File: config.mk
export PLATFORM = sky130hd
export DESIGN_NAME = tlb_16
export DESIGN_NICKNAME = d
export VERILOG_FILES = /design/src/tlb_pkg.sv /design/src/tlb_tag_cam.sv /design/src/tlb_page_ram.sv /design/src/tlb_segment_decode.sv /design/src/tlb_hold_stage.sv /design/src/tlb_16.sv
export SDC_FILE = /design/constraint.sdc
export NUM_CORES = 2
export LEC_CHECK = 0
export BUFFER_PORTS_ARGS = -buffer_cell sky130_fd_sc_hd__buf_2
export CORE_UTILIZATION = 45
export CTS_CLUSTER_DIAMETER = 50
export CTS_CLUSTER_SIZE = 8
export DETAILED_ROUTE_END_ITERATION = 6
export GPL_ROUTABILITY_DRIVEN = 0
export SETUP_SLACK_MARGIN = 0.1
export SYNTH_ARGS = -nofsm -noshare
export SYNTH_HDL_FRONTEND = slang
export SYNTH_HIERARCHICAL = 1
export SYNTH_SLANG_ARGS = --single-unit
File: constraint.sdc
create_clock -name clock -period 28.9 [get_ports clock]
set_input_delay 1.445 -clock clock [delete_from_list [all_inputs] [get_ports clock]]
set_output_delay 1.445 -clock clock [all_outputs]
set_load 0.03 [all_outputs]
File: src/tlb_pkg.sv
package tlb_pkg;

    // Table geometry
    localparam int num_entries = 16;
    localparam int index_w     = 4;

    // Address field widths, 4 KB pages and 32-bit physical address
    localparam int vpn_w   = 20;
    localparam int vpn2_w  = 19;                   // VPN without the even/odd page bit
    localparam int asid_w  = 8;
    localparam int pfn_w   = 20;
    localparam int cache_w = 3;

    // Cache attribute forced for kseg1 and unmapped useg
    localparam logic [cache_w-1:0] cache_uncached = 3'd2;

    // Top three VPN bits of the kernel unmapped segments
    localparam logic [2:0] seg_kseg0 = 3'b100;
    localparam logic [2:0] seg_kseg1 = 3'b101;

    // Lookup or probe request
    typedef struct packed {
        logic [vpn_w-1:0]  vpn;
        logic [asid_w-1:0] asid;
    } tlb_req_t;

    // Associative part of an entry
    typedef struct packed {
        logic [vpn2_w-1:0] vpn2;
        logic [asid_w-1:0] asid;
        logic              g;                  // Global, ASID ignored on compare
    } tlb_tag_t;

    // One physical page of a pair
    typedef struct packed {
        logic [pfn_w-1:0]   pfn;
        logic [cache_w-1:0] cache;
        logic               dirty;
        logic               valid;
    } tlb_page_t;

    // One RAM word
    typedef struct packed {
        tlb_page_t page0;                      // Even page
        tlb_page_t page1;                      // Odd page
    } tlb_pair_t;

    // Full entry as written by tlbwi/tlbwr and returned by tlbr
    typedef struct packed {
        tlb_tag_t  tag;
        tlb_pair_t pair;
    } tlb_entry_t;

    // Translation result of the data port
    typedef struct packed {
        logic               hit;
        logic [pfn_w-1:0]   pfn;
        logic [cache_w-1:0] cache;
        logic               dirty;
        logic               valid;
    } tlb_lookup_t;

    // Registered segment decision for one request
    typedef struct packed {
        logic             unmapped;
        logic             uncached;
        logic             use_kseg0;           // Take cache bits from kseg0_cache
        logic [pfn_w-1:0] unmapped_pfn;
    } tlb_seg_t;

endpackage

File: src/tlb_tag_cam.sv
`timescale 1ns/1ns

module tlb_tag_cam (
    input  logic                         clock,
    input  logic                         rst,
    input  logic                         write,
    input  logic [tlb_pkg::index_w-1:0]  index,
    input  tlb_pkg::tlb_tag_t            tag_in,
    output tlb_pkg::tlb_tag_t            tag_out,
    input  tlb_pkg::tlb_req_t            req,
    output logic                         match,
    output logic                         odd_page,
    output logic [tlb_pkg::index_w-1:0]  match_index
);

    tlb_pkg::tlb_tag_t tags [tlb_pkg::num_entries];

    logic [tlb_pkg::vpn2_w-1:0] req_vpn2;

    assign req_vpn2 = req.vpn[tlb_pkg::vpn_w-1:1];  // Page pair of the request
    assign tag_out  = tags[index];                  // Index read for tlbr

    always_ff @(posedge clock or posedge rst) begin
        if (rst) begin
            for (int i = 0; i < tlb_pkg::num_entries; i++) begin
                tags[i] <= '0;
            end
        end else if (write) begin
            tags[index] <= tag_in;
        end
    end

    // Associative compare, later entries override earlier ones
    always_comb begin
        match       = 1'b0;
        match_index = '0;
        odd_page    = 1'b0;
        for (int unsigned i = 0; i < tlb_pkg::num_entries; i++) begin
            if ((tags[i].vpn2 == req_vpn2) &&
                ((tags[i].asid == req.asid) || tags[i].g)) begin
                match       = 1'b1;
                match_index = i[tlb_pkg::index_w-1:0];
                odd_page    = req.vpn[0];           // Low VPN bit picks the odd page
            end
        end
    end

    // An undefined write index would corrupt an arbitrary entry
    a_write_index_known : assert property (
        @(posedge clock) disable iff (rst)
        write |-> !$isunknown(index)
    ) else $error("tag write with unknown index");

endmodule

File: src/tlb_page_ram.sv
`timescale 1ns/1ns

module tlb_page_ram (
    input  logic                         clock,
    input  logic                         rst,
    input  logic [tlb_pkg::index_w-1:0]  addr,
    input  logic                         write,
    input  tlb_pkg::tlb_pair_t           din,
    output tlb_pkg::tlb_pair_t           dout
);

    tlb_pkg::tlb_pair_t mem [tlb_pkg::num_entries];

    // Single port, the read returns the word as it was before the write
    always_ff @(posedge clock or posedge rst) begin
        if (rst) begin
            for (int i = 0; i < tlb_pkg::num_entries; i++) begin
                mem[i] <= '0;
            end
            dout <= '0;
        end else begin
            if (write) begin
                mem[addr] <= din;
            end
            dout <= mem[addr];                      // Registered read
        end
    end

endmodule

File: src/tlb_segment_decode.sv
`timescale 1ns/1ns

module tlb_segment_decode (
    input  logic                        clock,
    input  logic                        rst,
    input  logic                        hold,
    input  logic [tlb_pkg::vpn_w-1:0]   vpn,
    input  logic                        useg_mapped,
    output tlb_pkg::tlb_seg_t           seg
);

    logic              is_kseg0;
    logic              is_kseg1;
    logic              is_plain_useg;
    tlb_pkg::tlb_seg_t seg_next;

    assign is_kseg0      = (vpn[19:17] == tlb_pkg::seg_kseg0);
    assign is_kseg1      = (vpn[19:17] == tlb_pkg::seg_kseg1);
    assign is_plain_useg = !vpn[19] && !useg_mapped;    // useg bypassing the TLB

    always_comb begin
        seg_next.unmapped  = is_kseg0 || is_kseg1 || is_plain_useg;
        seg_next.uncached  = is_kseg1 || is_plain_useg;
        seg_next.use_kseg0 = is_kseg0;
        // kseg0/kseg1 fold onto the low 512 MB, useg passes through
        seg_next.unmapped_pfn = {1'b0,
                                 vpn[18] & ~vpn[19],
                                 vpn[17] & ~vpn[19],
                                 vpn[16:0]};
    end

    always_ff @(posedge clock or posedge rst) begin
        if (rst) begin
            seg <= '0;
        end else if (!hold) begin
            seg <= seg_next;                            // Frozen while stalled
        end
    end

endmodule

File: src/tlb_hold_stage.sv
`timescale 1ns/1ns

module tlb_hold_stage (
    input  logic                          clock,
    input  logic                          rst,
    input  logic                          stall,
    input  logic [tlb_pkg::cache_w-1:0]   kseg0_cache,
    input  logic                          match,
    input  logic                          odd_page,
    input  logic [tlb_pkg::index_w-1:0]   match_index,
    input  tlb_pkg::tlb_tag_t             tag,
    input  tlb_pkg::tlb_pair_t            pair,
    input  tlb_pkg::tlb_seg_t             seg,
    output tlb_pkg::tlb_lookup_t          lookup_result,
    output logic [tlb_pkg::index_w-1:0]   probe_index,
    output tlb_pkg::tlb_entry_t           entry_out
);

    // Service stage registers, aligned with the RAM output
    logic                         match_q;
    logic                         odd_page_q;
    logic [tlb_pkg::index_w-1:0]  index_q;
    tlb_pkg::tlb_tag_t            tag_q;
    logic [tlb_pkg::cache_w-1:0]  kseg0_cache_q;

    logic                         hold_flag;        // Stall seen last cycle
    tlb_pkg::tlb_page_t           page;
    tlb_pkg::tlb_lookup_t         live_lookup;
    tlb_pkg::tlb_entry_t          live_entry;

    // Copies of the last unstalled outputs
    tlb_pkg::tlb_lookup_t         held_lookup;
    logic [tlb_pkg::index_w-1:0]  held_index;
    tlb_pkg::tlb_entry_t          held_entry;

    always_ff @(posedge clock or posedge rst) begin
        if (rst) begin
            match_q       <= 1'b0;
            odd_page_q    <= 1'b0;
            index_q       <= '0;
            tag_q         <= '0;
            kseg0_cache_q <= '0;
            hold_flag     <= 1'b0;
        end else begin
            match_q       <= match;
            odd_page_q    <= odd_page;
            index_q       <= match_index;
            tag_q         <= tag;
            kseg0_cache_q <= kseg0_cache;
            hold_flag     <= stall;
        end
    end

    assign page = odd_page_q ? pair.page1 : pair.page0;

    always_comb begin
        live_lookup.hit   = seg.unmapped || match_q;
        live_lookup.pfn   = seg.unmapped ? seg.unmapped_pfn : page.pfn;
        live_lookup.dirty = seg.unmapped || page.dirty;
        live_lookup.valid = seg.unmapped || page.valid;
        if (seg.uncached) begin
            live_lookup.cache = tlb_pkg::cache_uncached;
        end else if (seg.use_kseg0) begin
            live_lookup.cache = kseg0_cache_q;
        end else begin
            live_lookup.cache = page.cache;
        end
    end

    assign live_entry = '{tag: tag_q, pair: pair};

    always_ff @(posedge clock or posedge rst) begin
        if (rst) begin
            held_lookup <= '0;
            held_index  <= '0;
            held_entry  <= '0;
        end else if (!hold_flag) begin
            held_lookup <= live_lookup;
            held_index  <= index_q;
            held_entry  <= live_entry;
        end
    end

    assign lookup_result = hold_flag ? held_lookup : live_lookup;
    assign probe_index   = hold_flag ? held_index  : index_q;
    assign entry_out     = hold_flag ? held_entry  : live_entry;

    // A stalled cycle repeats the previous outputs on the next one
    a_stall_freeze : assert property (
        @(posedge clock) disable iff (rst)
        stall |=> $stable(lookup_result) && $stable(probe_index) && $stable(entry_out)
    ) else $error("outputs changed after a stall cycle");

endmodule

File: src/tlb_16.sv
`timescale 1ns/1ns

module tlb_16 (
    input  logic                          clock,
    input  logic                          rst,
    input  tlb_pkg::tlb_req_t             lookup,        // Data access or tlbp request
    input  logic                          stall,
    input  logic                          cmd_read,      // tlbr
    input  logic                          cmd_write,     // tlbwi/tlbwr
    input  logic [tlb_pkg::index_w-1:0]   write_index,
    input  tlb_pkg::tlb_entry_t           write_entry,
    input  logic                          useg_mapped,
    input  logic [tlb_pkg::cache_w-1:0]   kseg0_cache,
    output tlb_pkg::tlb_lookup_t          lookup_result,
    output logic [tlb_pkg::index_w-1:0]   probe_index,
    output tlb_pkg::tlb_entry_t           entry_out
);

    logic                         cam_match;
    logic                         cam_odd_page;
    logic [tlb_pkg::index_w-1:0]  cam_match_index;
    tlb_pkg::tlb_tag_t            cam_tag;
    logic [tlb_pkg::index_w-1:0]  table_addr;
    tlb_pkg::tlb_pair_t           ram_dout;
    tlb_pkg::tlb_seg_t            seg;

    // Commands use the given index, lookups follow the CAM match
    assign table_addr = (cmd_read || cmd_write) ? write_index : cam_match_index;

    tlb_tag_cam u_cam (
        .clock       (clock),
        .rst         (rst),
        .write       (cmd_write),
        .index       (table_addr),
        .tag_in      (write_entry.tag),
        .tag_out     (cam_tag),
        .req         (lookup),
        .match       (cam_match),
        .odd_page    (cam_odd_page),
        .match_index (cam_match_index)
    );

    tlb_page_ram u_ram (
        .clock (clock),
        .rst   (rst),
        .addr  (table_addr),
        .write (cmd_write),
        .din   (write_entry.pair),
        .dout  (ram_dout)
    );

    tlb_segment_decode u_seg (
        .clock       (clock),
        .rst         (rst),
        .hold        (stall),
        .vpn         (lookup.vpn),
        .useg_mapped (useg_mapped),
        .seg         (seg)
    );

    tlb_hold_stage u_hold (
        .clock         (clock),
        .rst           (rst),
        .stall         (stall),
        .kseg0_cache   (kseg0_cache),
        .match         (cam_match),
        .odd_page      (cam_odd_page),
        .match_index   (cam_match_index),
        .tag           (cam_tag),
        .pair          (ram_dout),
        .seg           (seg),
        .lookup_result (lookup_result),
        .probe_index   (probe_index),
        .entry_out     (entry_out)
    );

    // Read and write share the one RAM port and the CAM index
    a_single_command : assert property (
        @(posedge clock) disable iff (rst)
        !(cmd_read && cmd_write)
    ) else $error("cmd_read and cmd_write high together");

endmodule

# == Yosys cells after proc, flatten, opt, wreduce, memory -nomap -nowiden ==
# Index checks and enable logic that the tools add are counted.
# word_totals
n_memories,0
output_inout_bits,108
ramBits,0
register_bits,1466
mem_bits_ro,0
wordCells,363
latchBits,0
# classes
multipliers,0
n_lt_le_gt_ge,2
shifts,0
bitwise,4
n_reduce_logical,43
n_eq_ne,34
n_div,0
muxes,67
addsub,0
# ops
op,n
$bwmux 800,1
$bwmux 448,1
$eq 19x19->1,16
$bmux 50 s4,1
$demux 50 s4,1
$mux 50,3
$eq 8x8->1,16
$bmux 28 s4,1
$demux 28 s4,1
$mux 28,3
$mux 78,1
$mux 4,10
$mux 1,33
$mux 26,1
$mux 25,1
$logic_or 1x1->1,23
$mux 20,1
$logic_and 1x1->1,18
$mux 3,6
$eq 3x3->1 const B,2
$ge 5x5->1 const B,1
$lt 5x1->1 const B,1
$not 4->5,1
$mux 2,2
other kinds (3),5

# == Depth between registers and ports, before layout ==
# logic_depth
word_depth,25
depth_mapped,16
mapped_depth_nobuf,12

# == Modules after synthesis ==
# The synthesis kept the hierarchy.
# modules_own_cells
module,cells_per_inst,area_per_inst_um2,instances,seq_area_each_um2
tlb_page_ram,2234,37203.2,1,21270.4
tlb_tag_cam,1839,25444.4,1,11210.8
tlb_hold_stage,354,5502.8,1,3653.5
tlb_segment_decode,61,892.1,1,550.5
tlb_16,5,71.3,1,0.0

# == Worst setup path before layout ==
# Ideal clock, no wire load.
# synth_path
path_type,in2reg
from,in lookup[12] (netlist bit)
to,reg u_hold.tag_q (netlist bit u_hold/live_entry[51])
setup_slack_ns,23.962
path_stages,14
setup_time_ns,0.138
required_ns,28.762
t_arrival_ns,4.800
path_cell_list,buf_2 -> buf_6 -> xor2_1 -> nor4_1 -> nand4_1 -> nor3_2 -> nor2_1 -> o311a_1 -> o21ai_1 -> mux2_4 -> buf_2 -> buf_1 -> mux4_2 -> mux4_2
# synth_rtl
item,line_no,rtl
from (decl),tlb_16.sv:6,"input tlb_pkg::tlb_req_t lookup,"
to (signal assigned),tlb_hold_stage.sv:48,tag_q <= tag;
to (decl),tlb_hold_stage.sv:23,tlb_pkg::tlb_tag_t tag_q;

# == Final worst setup path ==
# layout_path
from,in lookup[1] (netlist bit)
to,reg u_cam/tags[112] (netlist bit)
# layout_between
elab_chain_cells,25
word_cells_on_any_way,68
classes_between,order compare: 2; eq/ne: 15; mux: 19; bitwise: 1; reduce/logical: 31
# layout_lines
item,line_no,rtl
$eq 8x8->1,tlb_tag_cam.sv:40,((tags[i].asid == req.asid) || tags[i].g)) begin
$logic_or 1x1->1,tlb_tag_cam.sv:40,
$logic_and 1x1->1,tlb_tag_cam.sv:39,if ((tags[i].vpn2 == req_vpn2) &&
$mux 1,tlb_tag_cam.sv:39,
$mux 2 (2 in series),tlb_tag_cam.sv:39,
$mux 3 (4 in series),tlb_tag_cam.sv:39,
$mux 4 (7 in series),tlb_tag_cam.sv:39,
$mux 4 *,tlb_tag_cam.sv:39,
"net cam_match_index, one bit",tlb_16.sv:21,logic [tlb_pkg::index_w-1:0] cam_match_index;
$mux 4 *,tlb_16.sv:28,assign table_addr = (cmd_read || cmd_write) ? write_index : cam_match_index;
"net table_addr, one bit",tlb_16.sv:23,logic [tlb_pkg::index_w-1:0] table_addr;
$not 4->5 (implied by the code) *,tlb_tag_cam.sv:29,tags[index] <= tag_in;
$ge 5x5->1 (implied by the code) or $lt 5x1->1 (tied branches),tlb_tag_cam.sv:29,
$logic_and 1x1->1 (implied by the code),tlb_tag_cam.sv:29,
$mux 28 (implied by the code),tlb_tag_cam.sv:29,
$demux 28 s4 *,tlb_tag_cam.sv:29,
$bwmux 448 *,tlb_tag_cam.sv:29,
"to (signal, indexed assignment)",tlb_tag_cam.sv:29,
to (decl),tlb_tag_cam.sv:16,tlb_pkg::tlb_tag_t tags [tlb_pkg::num_entries];
# The timed path passes the listed nets; every way through them passes the cells marked *.
# A chain may end at the register's enable or synchronous reset.

==> impl_metrics.json <==
{
  "worst-setup-path-type": "primary input to register",
  "outcome": "finished with violations",
  "synth_nets": 4612,
  "cts_resized": 0,
  "syn-cell-area_um2": 69100,
  "clkTransAtPathRegs_ns": 0.05,
  "clk_latency_ns": 0.83,
  "ir_drop_uv": 62.6,
  "core_um2": 152000,
  "cts_htree_levels": 4,
  "post_synth_main_area_contributors": "dfrtp_1, mux2_2, mux4_2",
  "antenna_found_initial": 48,
  "period_share_pct": 26.7,
  "fin_util_pct": 50.6,
  "grt_pass1_vias": 42300,
  "cp_max_fo": 80,
  "crit_path_top_delay_cell": "mux2_8",
  "clockBufferDepth": 3,
  "setup_ws_ns": 21.19,
  "synth_top_area_share_pct": 53.1,
  "synth_edf_count": 0,
  "grt-ovfl-total": 0,
  "finalClockSkew_ns": 0.0373,
  "rsz0062_at_grt": "no",
  "clkSinkCount": 1466,
  "yosysMostFrequentCell": "dfrtp_1",
  "synth_cells": 4493,
  "routed-via-count": 40600,
  "finalHoldViolations": 0,
  "hold_path.class": "register to register",
  "cap_violations": 0,
  "yosysTopAreaCell": "dfrtp_1",
  "synth_cell_type_count": 53,
  "async_flop_share_pct": 100,
  "syn_area_per_cell_um2": 15.4,
  "avgViaCountPerCell": 6.07,
  "crit_top_cell": "buf_4",
  "grt_max_degree": 186,
  "wl_per_cell_um": 32.0,
  "ys_seq_elements": 1466,
  "cp-start-kind": "primary input",
  "ios": 227,
  "place_ws_ns": 20.42,
  "drive_gt1_share_pct": 48.6,
  "layout.area.seq_um2": 36700,
  "setup_viol": 0,
  "worst_slew_pin_slew_ns": 1.51,
  "fill_cells": 12800,
  "synth_ff_type": "dfrtp_1",
  "ant_nets": 0,
  "drc": 0,
  "placed_cells": 6432,
  "yosysSeqAreaShare_pct": 53.1,
  "yosys_warnings": 6,
  "dr.first_iter.drc_count": 3583,
  "worstPathCellList": "buf_2, xor2_1, nor4_1, a21oi_1, or4_4, o21bai_2, nor4b_1, a21oi_1, mux2_8, buf_4, buf_4, nand2_1, nor3_4, buf_4, mux2_2",
  "grt.total_usage_pct": 27.9,
  "cts_tree": "yes",
  "required_ns": 29.59,
  "multiInputGateArea_um2": 30300,
  "area_growth_pct": 11.5,
  "dp_hpwl_um": 135000,
  "port_buffers": 226,
  "finalSetupTns_ns": 0,
  "cts_root_buf": "clkbuf_16",
  "r2r_setup_slack_ns": 21.77,
  "static-leakage-power_nw": 33.6,
  "postCtsSetupRepairBufs": 0,
  "wirelength_um": 214000,
  "initial_core_util_pct": 45.4,
  "grt_pass1_wl_um": 313000,
  "period_minus_slack_ns": 7.71,
  "holdBufCountCts": 0,
  "maxSlewHeadroom_pct": -0.626,
  "timing.hold.ws_ns": 0.485,
  "synth_commonest_cells": "dfrtp_1, mux2_2, xor2_1",
  "arrival_ns": 8.40,
  "die_y_um": 394,
  "rows": 143,
  "firstDrtPassIters": 5,
  "nets": 4729,
  "max_freq_mhz": 130,
  "power_density_nw_per_um2": 86.0,
  "cts_buffers": 206,
  "slew_violations": 2,
  "die_w_um": 394,
  "violations": "max-slew violations",
  "dieArea_um2": 155000,
  "stdcell_count": 6688,
  "critical_path.max_stage_delay_ns": 0.87,
  "endpoint_kind": "register"
}
==> through the flow <==
stage                     cell area (um^2)  power, mW
final                                77100       6.63
after global routing                 77000       6.90
after CTS                            77000       6.66
after detailed placement             71300       4.45
after global placement               71300       4.41
after floorplan                      69100       3.94
==> placed cells by master, fill, tap and decap left out, types with 4 or more instances in the layout <==
cell type / count
nand4_1: 16
clkinv_16: 5
o21ai_0: 4
buf_4: 59
nor4_1: 99
a21oi_1: 20
or3_1: 4
mux2i_1: 25
mux2_4: 62
inv_1: 41
buf_2: 226
nor2_4: 16
nand3_1: 19
clkbuf_1: 10
buf_12: 4
a22oi_1: 100
nor2b_1: 5
mux4_2: 340
mux2_2: 1277
nand2_1: 66
mux2_1: 11
nor3_1: 6
a222oi_1: 19
nand2b_1: 9
clkbuf_8: 4
xor2_1: 384
nor2_1: 12
xnor2_1: 48
diode_2: 14
nor3_2: 8
clkinv_8: 5
nor3_4: 5
dfrtp_1: 1464
clkbuf_16: 208
==> sequential cells by signal, indices dropped and copies added (netlist names) <==
register	count
u_hold/held_lookup	26
u_hold/odd_page_q	1
u_ram/mem	800
u_hold/hold_flag	1
u_ram/dout	50
u_seg/seg	22
u_hold/index_q	4
u_hold/match_q	1
u_hold/held_index	4
u_hold/held_entry	78
u_hold/live_entry	28
u_cam/tags	448
u_hold/kseg0_cache_q	3
==> layer usage <==
| metal | GRT usage, % | up-vias | wire (um) | part of all wire, % |
|---|---|---|---|---|
| met3 | 7.44 | 356 | 17300 | 8.1 |
| met1 | 39.5 | 22200 | 93300 | 44 |
| met5 | 0 | - | 249 | 0.12 |
| met2 | 41.6 | 1434 | 96200 | 45 |
| met4 | 9.13 | 42 | 7120 | 3.3 |
| li1 | - | 16600 | - | - |
==> where the power goes <==
part	leakage, nW	switching (mW)	internal, mW	total, mW
logic	12.7	0.688	0.757	1.45
clock network	2.76	0.881	1.31	2.19
registers	18.2	0.407	2.59	3.00
==> layout make-up <==
| class | instances | share of cell area, % |
|---|---|---|
| clock buffers | 222 | 6.87 |
| flip-flops and latches | 1466 | 47.6 |
| well taps | 2030 | 3.30 |
| multi-input cells | 2603 | 39.3 |
| diodes | 14 | 0.0455 |
| inverters | 44 | 0.244 |
| clock inverters | 20 | 0.502 |
| repair buffers | 289 | 2.15 |
==> critical path: cells and delay by family <==
family	cells	cell delay, ns
buf+inv	4	2.46
compound gates	3	0.80
mux	2	1.24
xor+xnor	1	0.13
simple gates	5	2.18
==> cells by family after synthesis <==
kind of cell	count (synthesis)	share of synthesized area, %
multiplexers	1717	33.8
flip-flops	1466	53.1
buffers and inverters	424	3.48
other	1	0.00543
AO/OA/AOI/OAI	156	1.70
AND/OR/NAND/NOR	297	2.44
XOR/XNOR	432	5.47
==> path summary, 6_finish.rpt <==
check,from,to,cells past startpoint
min,u_ram/mem[682],u_ram/mem[682],1
max,lookup[1],u_cam/tags[112],15
max reg2reg,u_cam/tags[58],u_cam/tags[112],14
max in group asynchronous,rst,u_ram/mem[396],4
min reg2reg,u_ram/mem[682],u_ram/mem[682],1
min in group asynchronous,rst,u_seg/seg[2],2
(Power assumes the default switching activity.)
